===== config.mk =====
export PLATFORM = sky130hd
export DESIGN_NAME = aud_out_top
export DESIGN_NICKNAME = d
export VERILOG_FILES = /design/src/rtl/aud_pkg.sv /design/src/rtl/aud_frame_if.sv /design/src/rtl/aud_out_top.sv /design/src/rtl/aud_player.sv /design/src/rtl/aud_dsp.sv /design/src/rtl/aud_wb_regs.sv /design/src/rtl/aud_frame_fifo.sv
export SDC_FILE = /design/constraint.sdc
export NUM_CORES = 1
export LEC_CHECK = 0
export ABC_AREA = 1
export BUFFER_PORTS_ARGS = -buffer_cell sky130_fd_sc_hd__buf_2
export CAP_MARGIN = 40
export CORE_ASPECT_RATIO = 1.25
export CORE_MARGIN = 8
export CORE_UTILIZATION = 45
export CTS_BUF_LIST = sky130_fd_sc_hd__clkbuf_8 sky130_fd_sc_hd__clkbuf_16
export CTS_CLUSTER_SIZE = 12
export DETAILED_ROUTE_END_ITERATION = 12
export GPL_ROUTABILITY_DRIVEN = 0
export SLEW_MARGIN = 5
export SYNTH_ARGS = -nofsm -noshare
export SYNTH_HDL_FRONTEND = slang
export SYNTH_SLANG_ARGS = --single-unit
export TNS_END_PERCENT = 1

===== constraint.sdc =====
create_clock -name i_bclk -period 3.24 [get_ports i_bclk]
set_clock_uncertainty 0.2 [all_clocks]
set_input_delay 0.972 -clock i_bclk [delete_from_list [all_inputs] [get_ports i_bclk]]
set_output_delay 0.972 -clock i_bclk [all_outputs]
set_load 0.02 [all_outputs]

===== src/rtl/aud_pkg.sv =====
`default_nettype none

package aud_pkg;

    localparam int SAMPLE_W   = 16;
    localparam int CNT_W      = $clog2(SAMPLE_W);   // player bit counter
    localparam int FIFO_DEPTH = 8;
    localparam int PTR_W      = $clog2(FIFO_DEPTH);
    localparam int LEVEL_W    = 4;                  // must hold 0..FIFO_DEPTH
    localparam int VOL_W      = 3;

    localparam int WB_ADR_W = 2;
    localparam int WB_DAT_W = 32;

    localparam logic [WB_ADR_W-1:0] ADDR_CTRL   = 2'd0;
    localparam logic [WB_ADR_W-1:0] ADDR_STATUS = 2'd1;
    localparam logic [WB_ADR_W-1:0] ADDR_SAMPLE = 2'd2;

    localparam int CTRL_EN_BIT   = 0;
    localparam int CTRL_MUTE_BIT = 1;
    localparam int CTRL_VOL_LSB  = 2;

    localparam int STAT_FULL_BIT     = 4;   // level sits below
    localparam int STAT_EMPTY_BIT    = 5;
    localparam int STAT_UNDERRUN_BIT = 6;   // write one to clear

    typedef logic signed [SAMPLE_W-1:0] aud_sample_t;

    typedef struct packed {
        aud_sample_t left;    // upper half of the sample word
        aud_sample_t right;
    } aud_frame_t;

endpackage

`default_nettype wire

===== src/rtl/aud_frame_if.sv =====
`default_nettype none

interface aud_frame_if import aud_pkg::*; ();

    logic       en;
    aud_frame_t frame;        // frame being played
    aud_frame_t next_frame;   // what a fetch would load right now
    logic       frame_done;
    logic       underrun;

    modport src (
        output en, frame, next_frame, underrun,
        input  frame_done
    );

    modport snk (
        input  en, frame, next_frame,
        output frame_done
    );

endinterface

`default_nettype wire


===== src/rtl/aud_out_top.sv =====
`default_nettype none

module aud_out_top import aud_pkg::*; (
    input  wire logic                i_bclk,
    input  wire logic                i_rst_n,
    input  wire logic                i_wb_cyc,
    input  wire logic                i_wb_stb,
    input  wire logic                i_wb_we,
    input  wire logic [WB_ADR_W-1:0] i_wb_adr,
    input  wire logic [WB_DAT_W-1:0] i_wb_dat,
    output logic [WB_DAT_W-1:0]      o_wb_dat,
    output logic                     o_wb_ack,
    input  wire logic                i_daclrck,
    output logic                     o_aud_dacdat
);

    logic               enable;
    logic               mute;
    logic [VOL_W-1:0]   vol_shift;
    logic               push;
    aud_frame_t         push_frame;
    logic               pop;
    aud_frame_t         head_frame;
    logic [LEVEL_W-1:0] level;
    logic               full;
    logic               empty;

    aud_frame_if frame_bus ();

    aud_wb_regs regs_inst (
        .i_bclk           (i_bclk),
        .i_rst_n          (i_rst_n),
        .i_wb_cyc         (i_wb_cyc),
        .i_wb_stb         (i_wb_stb),
        .i_wb_we          (i_wb_we),
        .i_wb_adr         (i_wb_adr),
        .i_wb_dat         (i_wb_dat),
        .o_wb_dat         (o_wb_dat),
        .o_wb_ack         (o_wb_ack),
        .o_enable         (enable),
        .o_mute           (mute),
        .o_vol_shift      (vol_shift),
        .o_push           (push),
        .o_push_frame     (push_frame),
        .i_level          (level),
        .i_full           (full),
        .i_empty          (empty),
        .i_underrun_pulse (frame_bus.underrun)
    );

    aud_frame_fifo fifo_inst (
        .i_bclk       (i_bclk),
        .i_rst_n      (i_rst_n),
        .i_push       (push),
        .i_push_frame (push_frame),
        .i_pop        (pop),
        .o_head_frame (head_frame),
        .o_level      (level),
        .o_full       (full),
        .o_empty      (empty)
    );

    aud_dsp dsp_inst (
        .i_bclk       (i_bclk),
        .i_rst_n      (i_rst_n),
        .i_enable     (enable),
        .i_mute       (mute),
        .i_vol_shift  (vol_shift),
        .o_pop        (pop),
        .i_head_frame (head_frame),
        .i_empty      (empty),
        .frame_if     (frame_bus.src)
    );

    aud_player player_inst (
        .i_bclk       (i_bclk),
        .i_rst_n      (i_rst_n),
        .i_daclrck    (i_daclrck),
        .frame_if     (frame_bus.snk),
        .o_aud_dacdat (o_aud_dacdat)
    );

endmodule

`default_nettype wire


===== src/rtl/aud_player.sv =====
`default_nettype none

module aud_player import aud_pkg::*; (
    input  wire logic i_bclk,
    input  wire logic i_rst_n,
    input  wire logic i_daclrck,
    aud_frame_if.snk  frame_if,
    output logic      o_aud_dacdat
);

    typedef enum logic [1:0] {
        ST_WAIT,
        ST_IDLE,
        ST_LEFT,
        ST_RIGHT
    } state_t;

    state_t           state;
    state_t           state_next;
    logic [CNT_W-1:0] cnt;          // bits sent in this word, minus one
    logic [CNT_W-1:0] cnt_next;
    logic [CNT_W-1:0] bit_idx;
    logic             dat_q;
    logic             dat_next;
    logic             word_end;
    aud_sample_t      cur_sample;

    assign word_end   = (cnt == {CNT_W{1'b1}});   // all 16 bits are out
    assign bit_idx    = CNT_W'(SAMPLE_W - 2) - cnt;
    assign cur_sample = (state == ST_RIGHT) ? frame_if.frame.right : frame_if.frame.left;

    assign frame_if.frame_done = (state == ST_RIGHT) && frame_if.en && word_end && !i_daclrck;
    assign o_aud_dacdat        = dat_q;

    always_comb begin
        state_next = state;
        cnt_next   = cnt;
        dat_next   = dat_q;    // hold between words and when stopped
        case (state)
            ST_WAIT: begin
                if (frame_if.en && i_daclrck) begin
                    state_next = ST_IDLE;
                end
            end
            ST_IDLE: begin
                if (!frame_if.en) begin
                    state_next = ST_WAIT;
                end else if (!i_daclrck) begin
                    state_next = ST_LEFT;
                    cnt_next   = '0;
                    dat_next   = frame_if.frame.left[SAMPLE_W-1];
                end
            end
            ST_LEFT: begin
                if (!frame_if.en) begin
                    state_next = ST_WAIT;
                end else if (!word_end) begin
                    cnt_next = cnt + 1'b1;
                    dat_next = cur_sample[bit_idx];
                end else if (i_daclrck) begin
                    state_next = ST_RIGHT;
                    cnt_next   = '0;
                    dat_next   = frame_if.frame.right[SAMPLE_W-1];
                end
            end
            ST_RIGHT: begin
                if (!frame_if.en) begin
                    state_next = ST_WAIT;
                end else if (!word_end) begin
                    cnt_next = cnt + 1'b1;
                    dat_next = cur_sample[bit_idx];
                end else if (!i_daclrck) begin
                    // frame register updates at this edge, so take the msb early
                    state_next = ST_LEFT;
                    cnt_next   = '0;
                    dat_next   = frame_if.next_frame.left[SAMPLE_W-1];
                end
            end
            default: begin
                state_next = ST_WAIT;
            end
        endcase
    end

    always_ff @(posedge i_bclk or negedge i_rst_n) begin
        if (!i_rst_n) begin
            state <= ST_WAIT;
            cnt   <= '0;
            dat_q <= 1'b0;
        end else begin
            state <= state_next;
            cnt   <= cnt_next;
            dat_q <= dat_next;
        end
    end

endmodule

`default_nettype wire


===== src/rtl/aud_dsp.sv =====
`default_nettype none

module aud_dsp import aud_pkg::*; (
    input  wire logic             i_bclk,
    input  wire logic             i_rst_n,
    input  wire logic             i_enable,
    input  wire logic             i_mute,
    input  wire logic [VOL_W-1:0] i_vol_shift,
    output logic                  o_pop,
    input  wire aud_frame_t       i_head_frame,
    input  wire logic             i_empty,
    aud_frame_if.src              frame_if
);

    logic       en_q;
    logic       fetch;
    aud_frame_t next_frame;
    aud_frame_t frame_q;

    // arithmetic shift rounds toward negative infinity
    function automatic aud_sample_t scale(input aud_sample_t s,
                                          input logic mute,
                                          input logic [VOL_W-1:0] shift);
        aud_sample_t r;
        r = s >>> shift;
        if (mute) begin
            r = '0;
        end
        return r;
    endfunction

    always_comb begin
        next_frame = '0;    // silence on underrun
        if (!i_empty) begin
            next_frame.left  = scale(i_head_frame.left, i_mute, i_vol_shift);
            next_frame.right = scale(i_head_frame.right, i_mute, i_vol_shift);
        end
    end

    assign fetch = i_enable && (!en_q || frame_if.frame_done);   // first enable or new word
    assign o_pop = fetch && !i_empty;

    assign frame_if.en         = i_enable;
    assign frame_if.frame      = frame_q;
    assign frame_if.next_frame = next_frame;
    assign frame_if.underrun   = fetch && i_empty;

    always_ff @(posedge i_bclk or negedge i_rst_n) begin
        if (!i_rst_n) begin
            en_q    <= 1'b0;
            frame_q <= '0;
        end else begin
            en_q <= i_enable;
            if (fetch) begin
                frame_q <= next_frame;
            end
        end
    end

endmodule

`default_nettype wire


===== src/rtl/aud_wb_regs.sv =====
`default_nettype none

module aud_wb_regs import aud_pkg::*; (
    input  wire logic                i_bclk,
    input  wire logic                i_rst_n,
    input  wire logic                i_wb_cyc,
    input  wire logic                i_wb_stb,
    input  wire logic                i_wb_we,
    input  wire logic [WB_ADR_W-1:0] i_wb_adr,
    input  wire logic [WB_DAT_W-1:0] i_wb_dat,
    output logic [WB_DAT_W-1:0]      o_wb_dat,
    output logic                     o_wb_ack,
    output logic                     o_enable,
    output logic                     o_mute,
    output logic [VOL_W-1:0]         o_vol_shift,
    output logic                     o_push,
    output aud_frame_t               o_push_frame,
    input  wire logic [LEVEL_W-1:0]  i_level,
    input  wire logic                i_full,
    input  wire logic                i_empty,
    input  wire logic                i_underrun_pulse
);

    logic                req_new;     // request not yet acked
    logic                wr_en;
    logic                underrun_q;
    logic [WB_DAT_W-1:0] rd_data;

    assign req_new = i_wb_cyc && i_wb_stb && !o_wb_ack;
    assign wr_en   = req_new && i_wb_we;

    always_comb begin
        rd_data = '0;
        case (i_wb_adr)
            ADDR_CTRL: begin
                rd_data[CTRL_EN_BIT]               = o_enable;
                rd_data[CTRL_MUTE_BIT]             = o_mute;
                rd_data[CTRL_VOL_LSB +: VOL_W]     = o_vol_shift;
            end
            ADDR_STATUS: begin
                rd_data[LEVEL_W-1:0]       = i_level;
                rd_data[STAT_FULL_BIT]     = i_full;
                rd_data[STAT_EMPTY_BIT]    = i_empty;
                rd_data[STAT_UNDERRUN_BIT] = underrun_q;
            end
            default: begin
                rd_data = '0;    // sample port reads as zero
            end
        endcase
    end

    always_ff @(posedge i_bclk or negedge i_rst_n) begin
        if (!i_rst_n) begin
            o_wb_ack    <= 1'b0;
            o_wb_dat    <= '0;
            o_enable    <= 1'b0;
            o_mute      <= 1'b0;
            o_vol_shift <= '0;
            o_push      <= 1'b0;
            underrun_q  <= 1'b0;
        end else begin
            o_wb_ack <= req_new;
            o_push   <= wr_en && (i_wb_adr == ADDR_SAMPLE);   // lands in the ack cycle
            if (req_new && !i_wb_we) begin
                o_wb_dat <= rd_data;
            end
            if (wr_en && (i_wb_adr == ADDR_CTRL)) begin
                o_enable    <= i_wb_dat[CTRL_EN_BIT];
                o_mute      <= i_wb_dat[CTRL_MUTE_BIT];
                o_vol_shift <= i_wb_dat[CTRL_VOL_LSB +: VOL_W];
            end
            if (i_underrun_pulse) begin
                underrun_q <= 1'b1;    // a new underrun beats the clear
            end else if (wr_en && (i_wb_adr == ADDR_STATUS) &&
                         i_wb_dat[STAT_UNDERRUN_BIT]) begin
                underrun_q <= 1'b0;
            end
        end
    end

    always_ff @(posedge i_bclk) begin
        if (wr_en) begin
            o_push_frame <= aud_frame_t'(i_wb_dat);
        end
    end

endmodule

`default_nettype wire


===== src/rtl/aud_frame_fifo.sv =====
`default_nettype none

module aud_frame_fifo import aud_pkg::*; (
    input  wire logic         i_bclk,
    input  wire logic         i_rst_n,
    input  wire logic         i_push,
    input  wire aud_frame_t   i_push_frame,
    input  wire logic         i_pop,
    output aud_frame_t        o_head_frame,
    output logic [LEVEL_W-1:0] o_level,
    output logic              o_full,
    output logic              o_empty
);

    aud_frame_t         mem [FIFO_DEPTH];
    logic [PTR_W-1:0]   wr_ptr;
    logic [PTR_W-1:0]   rd_ptr;
    logic [LEVEL_W-1:0] level;
    logic               do_push;
    logic               do_pop;

    function automatic logic [PTR_W-1:0] ptr_inc(input logic [PTR_W-1:0] p);
        logic [PTR_W-1:0] n;
        if (p == PTR_W'(FIFO_DEPTH - 1)) begin
            n = '0;
        end else begin
            n = p + 1'b1;
        end
        return n;
    endfunction

    assign o_full       = (level == LEVEL_W'(FIFO_DEPTH));
    assign o_empty      = (level == '0);
    assign o_level      = level;
    assign do_push      = i_push && !o_full;    // full drops the word
    assign do_pop       = i_pop && !o_empty;
    assign o_head_frame = mem[rd_ptr];          // fall-through head

    always_ff @(posedge i_bclk or negedge i_rst_n) begin
        if (!i_rst_n) begin
            wr_ptr <= '0;
            rd_ptr <= '0;
            level  <= '0;
        end else begin
            if (do_push) begin
                wr_ptr <= ptr_inc(wr_ptr);
            end
            if (do_pop) begin
                rd_ptr <= ptr_inc(rd_ptr);
            end
            if (do_push && !do_pop) begin
                level <= level + 1'b1;
            end else if (do_pop && !do_push) begin
                level <= level - 1'b1;
            end
        end
    end

    always_ff @(posedge i_bclk) begin
        if (do_push) begin
            mem[wr_ptr] <= i_push_frame;
        end
    end

endmodule

`default_nettype wire


==> results by group, run 1 <==
Clock network
  • Reg clk slew, reported paths: 0.06 ns
  • Clock tree buffer depth: 3
  • Post-CTS Hold Buffers: 0
  • H-tree depth: 2
  • CTS tree: done
  • Sinks on the clock net: 353
  • CTS root buffer: clkbuf_16
  • Post-CTS setup buffers: 0
  • PostCTS Resize Cnt: 0
  • TritonCTS buffer count: 37
  • Clk_lat worst skew: 0.53 ns

Floorplan
  • Width of the die: 186 um
  • Rows: 78
  • Total I/O pin count: 74
  • Die area: 42,700 um^2
  • Die Y: 229 um
  • Initial core utilization: 45.3%
  • Core area: 36,000 um^2

Setup path
  • Worst EP required: 3.46 ns
  • Critical path type: reg -> reg
  • WP depth: 18
  • CP Cell Sequence: ha_1 > nand2_1 > nor2_1 > nand4_1 > nand2_1 > nand2_2 > nor2_1 > inv_1 > ha_1 > inv_1 > ha_1 > nand2_1 > nor2_1 > a211oi_1 > nand2_1 > nand2_1 > nor2_1 > xor2_1
  • Startpoint Class: flip-flop
  • Crit path arrival time: 3.09 ns
  • R2r worst-path depth: 18
  • CP max FO: 3
  • Crit path buffers/inverters: 2
  • Crit path max-delay family: simple AND/OR/NAND/NOR gates
  • CP max stage cell: dfrtp_1
  • Critical path endpoint category: flip-flop
  • CP dominant cell by count: nand2_1
  • Max incr delay on CP: 0.37 ns

Global route
  • Total routing usage reported by global routing: 18.4%
  • Antenna violations before repair: 0
  • Largest net degree at the start of global routing: 108
  • Global-route wire length before repair: 62.4 mm
  • Vias in the first global route: 11.4k
  • GRT overflow: 0

Synthesis
  • Netlist cell types: 37
  • Mapped Avg Cell Area: 9.51 um^2
  • Post-synth top area cell: edfxtp_1
  • Seq/Total Area, Yosys: 63.0%
  • Post-Syn Area: 16,300 um^2
  • #FFs+latches synth: 353
  • Mapped Cells: 1,717
  • Largest cells by area after synthesis: edfxtp_1 (53%), nand2_1 (12%), dfrtp_1 (10%)
  • Synthesis Warnings: 0
  • Share of the synthesized area in the top cell type: 53.0%

Drt
  • Post-route ant nets: 0
  • Routed WL: 39.4 mm
  • WL/cell: 17.4 um
  • Detailed-route via count: 11.5k
  • Vias per cell: 5.07
  • First-pass DRT Iterations: 5
  • DRT iter0 DRCs: 703
  • DRC Markers: 0

STA
  • Setup TNS: 0 ns
  • RSZ-0062 raised after global routing: false
  • Setup violations, final: 0
  • Worst-Margin Slew: 0.719 ns
  • Final Cycle Share: 88.5%
  • Endpoints failing hold: 0
  • Maximum clock frequency: 349 MHz
  • Hold Slack: 0.279 ns
  • Max-slew violations: 0
  • Tmin final: 2.87 ns
  • Max_slew headroom: 52.1%

Cells and area
  • Area growth, synth to finish: 11.9%
  • Nets: 1,816
  • Antenna Cells: 0
  • Share of cells above drive strength 1: 8.67%
  • Commonest non-fill, non-tap cell in the layout: nand2_1
  • Post-layout util: 50.7%
  • Commonest non-fill, non-tap cells in the layout: nand2_1 (529), nand3_1 (307), edfxtp_1 (288)

Power
  • Power per cell area: 808 nW/um^2
  • Total power: 0.0147 W
  • Lkg Pwr: 8.04 nW
  • Maximum VDD drop: 0.512 mV

Placed design
  • Final HPWL DP: 23.1 mm
  • Number of port buffers: 48

Worst hold path
  • Min-Delay Path Depth: 2
  • HP Class: reg -> reg

Status
  • Status: completed

Flow run
  • Max Cap Viol: 0
==> state kept, by name (all words and copies together), names as in the netlist, 2 cells and up <==
name / flops
dsp_inst.frame_if.frame: 32
fifo_inst.mem: 256
fifo_inst.o_level: 4
fifo_inst.rd_ptr: 3
fifo_inst.wr_ptr: 3
player_inst.cnt: 4
player_inst.state: 2
regs_inst.o_push_frame: 32
regs_inst.o_vol_shift: 3
regs_inst.o_wb_dat: 7
==> routing by layer <==
| layer | vias up | share of wire (%) | wire length [um] | track usage [%] |
|---|---|---|---|---|
| li1 | 5616 | - | - | - |
| met4 | 0 | 3.0 | 1200 | 7.04 |
| met5 | - | 0 | 0 | 0 |
| met2 | 281 | 51 | 20200 | 33.2 |
| met1 | 5543 | 41 | 16300 | 21.9 |
| met3 | 63 | 4.4 | 1750 | 2.56 |
==> power by group <==
part           internal, W  total, W  switching [W]  leakage (nW)
Sequential         0.00523   0.00551       0.000279          3.41
Clock              0.00231   0.00399        0.00169         0.607
Combinational      0.00165   0.00525        0.00359          4.02
==> worst register-to-register path: stages, from the launching register on <==
cell      delay (ns)
dfrtp_1         0.37
ha_1            0.20
nand2_1         0.08
nor2_1          0.19
nand4_1         0.12
nand2_1         0.10
nand2_2         0.05
nor2_1          0.12
inv_1           0.06
ha_1            0.20
inv_1           0.12
ha_1            0.28
nand2_1         0.08
nor2_1          0.04
a211oi_1        0.22
nand2_1         0.08
nand2_1         0.06
nor2_1          0.04
xor2_1          0.13
==> cell usage after synthesis <==
library cell	count
a211oi_1	1
nor4_4	1
o22ai_1	4
nand2_2	1
nor2_4	1
xnor2_1	2
mux2_2	2
o211ai_1	1
nor2_1	111
o21ai_0	22
or2_1	1
clkinv_1	2
o21a_1	1
buf_1	8
inv_1	226
ha_1	12
a31oi_1	3
clkbuf_1	23
dfrtp_1	65
fa_1	1
nor3_1	3
inv_4	1
o21ai_1	4
or2_2	3
nand2_1	529
inv_2	2
buf_4	35
xor2_1	2
a21oi_1	12
a21o_1	1
conb_1	1
edfxtp_1	288
buf_6	11
nand3_1	307
buf_2	26
a22o_1	2
nand4_1	2
==> logic make-up (layout without fill, tap and decap cells) <==
group / count (synthesis) / after routing / share of synthesized area [%]
muxes: 2 / 2 / 0.138
buffers and inverters: 334 / 380 / 9.21
other: 1 / 25 / 0.0230
xor gates and xnor gates: 4 / 4 / 0.215
AOI/OAI and AO/OA: 51 / 51 / 1.73
DFF: 353 / 353 / 63.0
and+or+nand+nor: 959 / 959 / 24.7
adders and majority gates: 13 / 13 / 1.04
==> layout make-up <==
class	count	area, um^2
fillers	3234	17800
flip-flops and latches	353	10300
multi-input cells	1054	4690
clock buffers	42	1020
inverters	231	870
repair buffers	86	683
well taps	480	601
clock inverters	21	116
==> stage by stage <==
stage	instances	setup slack, ns	instance area [um^2]
floorplan	1741	0.139	16400
global placement	2203	0.0858	17100
detailed placement	2204	0.0766	17100
CTS	2267	0.373	18300
global route	2267	0.103	18300
finish	2267	0.372	18300
==> path summary, 6_finish.rpt <==
kind,start,to,slack [ns]
max reg2reg,player_inst.cnt[1],fifo_inst.o_level[3],0.37
min,regs_inst.o_wb_dat[4],regs_inst.o_wb_dat[4],0.28
max,player_inst.cnt[1],fifo_inst.o_level[3],0.37
min reg2reg,regs_inst.o_wb_dat[4],regs_inst.o_wb_dat[4],0.28
max in group asynchronous,i_rst_n,dsp_inst.frame_if.frame[20],1.89
min in group asynchronous,i_rst_n,player_inst.state[0],0.29
(Power assumes the default switching activity.)
==> inputs of run 2 (changes only) <==
==> constraint.sdc (replaced) <==
create_clock -name i_bclk -period 2.5 [get_ports i_bclk]
set_clock_uncertainty 0.2 [all_clocks]
set_input_delay 0.75 -clock i_bclk [delete_from_list [all_inputs] [get_ports i_bclk]]
set_output_delay 0.75 -clock i_bclk [all_outputs]
set_load 0.02 [all_outputs]
==> run 2 against run 1 <==
  * The flow now finishes with violations (setup timing)
  * Flip-flop and latch count unchanged
  * Clock-buffer cell count down 3
  * Sequential power up 28%
  * Fmax up 10%
  * Global-route usage down 0.055 points
  * Via count up 0.18%
  * Largest power group is now combinational logic
  * First-iteration DRC count up 9.2%
==> results by group, run 2 (synthesis gave the netlist of run 1 again) <==
Clock network
  • Reg clk slew, reported paths: 0.06 ns
  • CTS root buffer: clkbuf_16
  • H-tree depth: 2
  • Clock tree buffer depth: 3
  • CTS tree: done
  • Sinks on the clock net: 353
  • TritonCTS buffer count: 37
  • Clk_lat worst skew: 0.53 ns

Setup path
  • Crit path arrival time: 2.80 ns
  • CP max FO: 3
  • Worst EP required: 2.70 ns
  • CP max stage cell: dfrtp_1
  • Max incr delay on CP: 0.36 ns
  • Critical path endpoint category: flip-flop
  • Crit path max-delay family: simple AND/OR/NAND/NOR gates
  • Critical path type: reg -> reg
  • CP Cell Sequence: ha_2 > nand2_2 > nor2_2 > nand4_1 > nand2_1 > nand2_2 > nor2_4 > inv_2 > ha_4 > inv_4 > ha_4 > nand2_2 > nor2_1 > a211oi_2 > nand2_1 > nand2_1 > nor2_1 > xor2_1
  • Startpoint Class: flip-flop
  • Flop2flop setup slack: -0.10 ns
  • Crit path buffers/inverters: 2

Drt
  • Post-route ant nets: 0
  • Vias per cell: 5.02
  • DRT iter0 DRCs: 768
  • DRC Markers: 0
  • First-pass DRT Iterations: 6
  • Detailed-route via count: 11.5k
  • Routed WL: 39.1 mm
  • WL/cell: 17.0 um

Status
  • Status: finished, violations left
  • Failing checks: setup timing

STA
  • Final Cycle Share: 104%
  • Maximum clock frequency: 384 MHz
  • Setup violations, final: 1
  • Max_slew headroom: 66.4%
  • Endpoints failing hold: 0
  • RSZ-0062 raised after global routing: true
  • Worst-Margin Slew: 0.504 ns
  • Tmin final: 2.60 ns
  • Max-slew violations: 0
  • Final WS setup: -0.101 ns

Floorplan
  • Die Y: 229 um
  • Rows: 78
  • Total I/O pin count: 74
  • Die area: 42,700 um^2
  • Width of the die: 186 um
  • Core area: 36,000 um^2
  • Initial core utilization: 45.3%

Cells and area
  • Max reg flops: 256
  • Area growth, synth to finish: 13.8%
  • Reg with most FFs: fifo_inst.mem
  • Final Non-Filler Cells: 2,294
  • Share of cells above drive strength 1: 10.6%
  • Commonest non-fill, non-tap cell in the layout: nand2_1
  • Fillcell total: 3,250
  • Commonest non-fill, non-tap cells in the layout: nand2_1 (527), nand3_1 (307), edfxtp_1 (288)
  • Antenna Cells: 0
  • Nets: 1,847
  • Fin area: 18,600 um^2

Placed design
  • Final HPWL DP: 24.0 mm
  • Pre-CTS setup slack: -0.448 ns
  • Number of port buffers: 48
  • Placed cell area: 17,400 um^2
  • Placed cells: 2,233

Power
  • Power per cell area: 1030 nW/um^2
  • Maximum VDD drop: 0.439 mV
  • Lkg Pwr: 8.16 nW
  • Total power: 0.0192 W

Worst hold path
  • HP Class: in -> reg

Global route
  • Global-route wire length before repair: 62.5 mm
  • GRT overflow: 0
  • Largest net degree at the start of global routing: 63
  • Total routing usage reported by global routing: 18.4%
  • Vias in the first global route: 11.5k
  • Antenna violations before repair: 0

Flow run
  • Max Cap Viol: 0
==> run 2: cell count changes in the layout (fill, tap and decap cells not counted), moves of 2 or more <==
| cell | previous run | this run |
|---|---|---|
| buf_12 | 11 | 19 |
| buf_4 | 26 | 49 |
| clkbuf_8 | 3 | 0 |
| clkinv_1 | 4 | 8 |
| clkinv_2 | 2 | 4 |
| ha_1 | 12 | 8 |
| ha_4 | 0 | 3 |
| inv_1 | 239 | 232 |
| nand2_1 | 529 | 527 |
| nand2_2 | 1 | 3 |
| nor2_1 | 103 | 101 |
==> run 2: layout make-up <==
| cell class | instances | area (um^2) | share of cell area [%] |
|---|---|---|---|
| Sequential cell | 353 | 10300 | 55.4 |
| Multi-Input combinational cell | 1054 | 4750 | 25.6 |
| Timing Repair Buffer | 117 | 998 | 5.38 |
| Clock buffer | 39 | 976 | 5.26 |
| Inverter | 231 | 872 | 4.70 |
| Tap cell | 480 | 601 | 3.23 |
| Clock inverter | 20 | 85.1 | 0.458 |
==> run 2: power by group <==
group	leakage, nW	internal [W]	total [W]	switching [W]
logic	4.20	0.00242	0.00720	0.00478
registers	3.41	0.00678	0.00708	0.000303
clock network	0.558	0.00279	0.00492	0.00214
total	8.16	0.0120	0.0192	0.00723
==> run 2: per-layer routing <==
metal	global-route usage, %	wire [um]	vias to the layer above
li1	-	-	5666
met1	22.7	16100	5407
met2	30.9	19000	366
met3	3.17	2370	85
met4	8.59	1580	0
met5	0	0	-
==> run 2: repair_timing <==
item                                    CTS  global route
pin swaps                                 0             6
endpoints found under the hold margin    15             0
resized for setup                         5             9
buffers inserted                          0             1
endpoints found under the setup margin    1             3
hold buffers                              1             0
==> run 2: metrics by stage <==
step	hold WS [ns]	setup TNS [ns]	util, %
6_report	0.196	-0.101	51.6
3_3_place_gp	0.263	-0.614	48.4
3_5_place_dp	0.268	-0.694	48.4
2_1_floorplan	0.152	-90.44	-
4_1_cts	0.167	-0.121	51.4
5_1_grt	0.177	-0.288	51.6
==> run 2: path summary, 6_finish.rpt <==
kind / from / end / depth (start not counted)
setup / recovery: player_inst.cnt[1] / fifo_inst.o_level[3] / 18
hold / removal: i_wb_dat[18] / regs_inst.o_push_frame[18] / 1
setup reg to reg: player_inst.cnt[1] / fifo_inst.o_level[3] / 18
hold reg to reg: regs_inst.o_wb_dat[4] / regs_inst.o_wb_dat[4] / 2
max in group asynchronous: i_rst_n / fifo_inst.rd_ptr[0] / 3
min in group asynchronous: i_rst_n / regs_inst.o_enable / 2
==> run 2: worst register-to-register path, cell delays in order, from the launching register on <==
cell      delay, ns
dfrtp_1        0.36
ha_2           0.19
nand2_2        0.06
nor2_2         0.13
nand4_1        0.10
nand2_1        0.09
nand2_2        0.07
nor2_4         0.12
inv_2          0.06
ha_4           0.16
inv_4          0.07
ha_4           0.21
nand2_2        0.05
nor2_1         0.04
a211oi_2       0.22
nand2_1        0.09
nand2_1        0.07
nor2_1         0.06
xor2_1         0.14
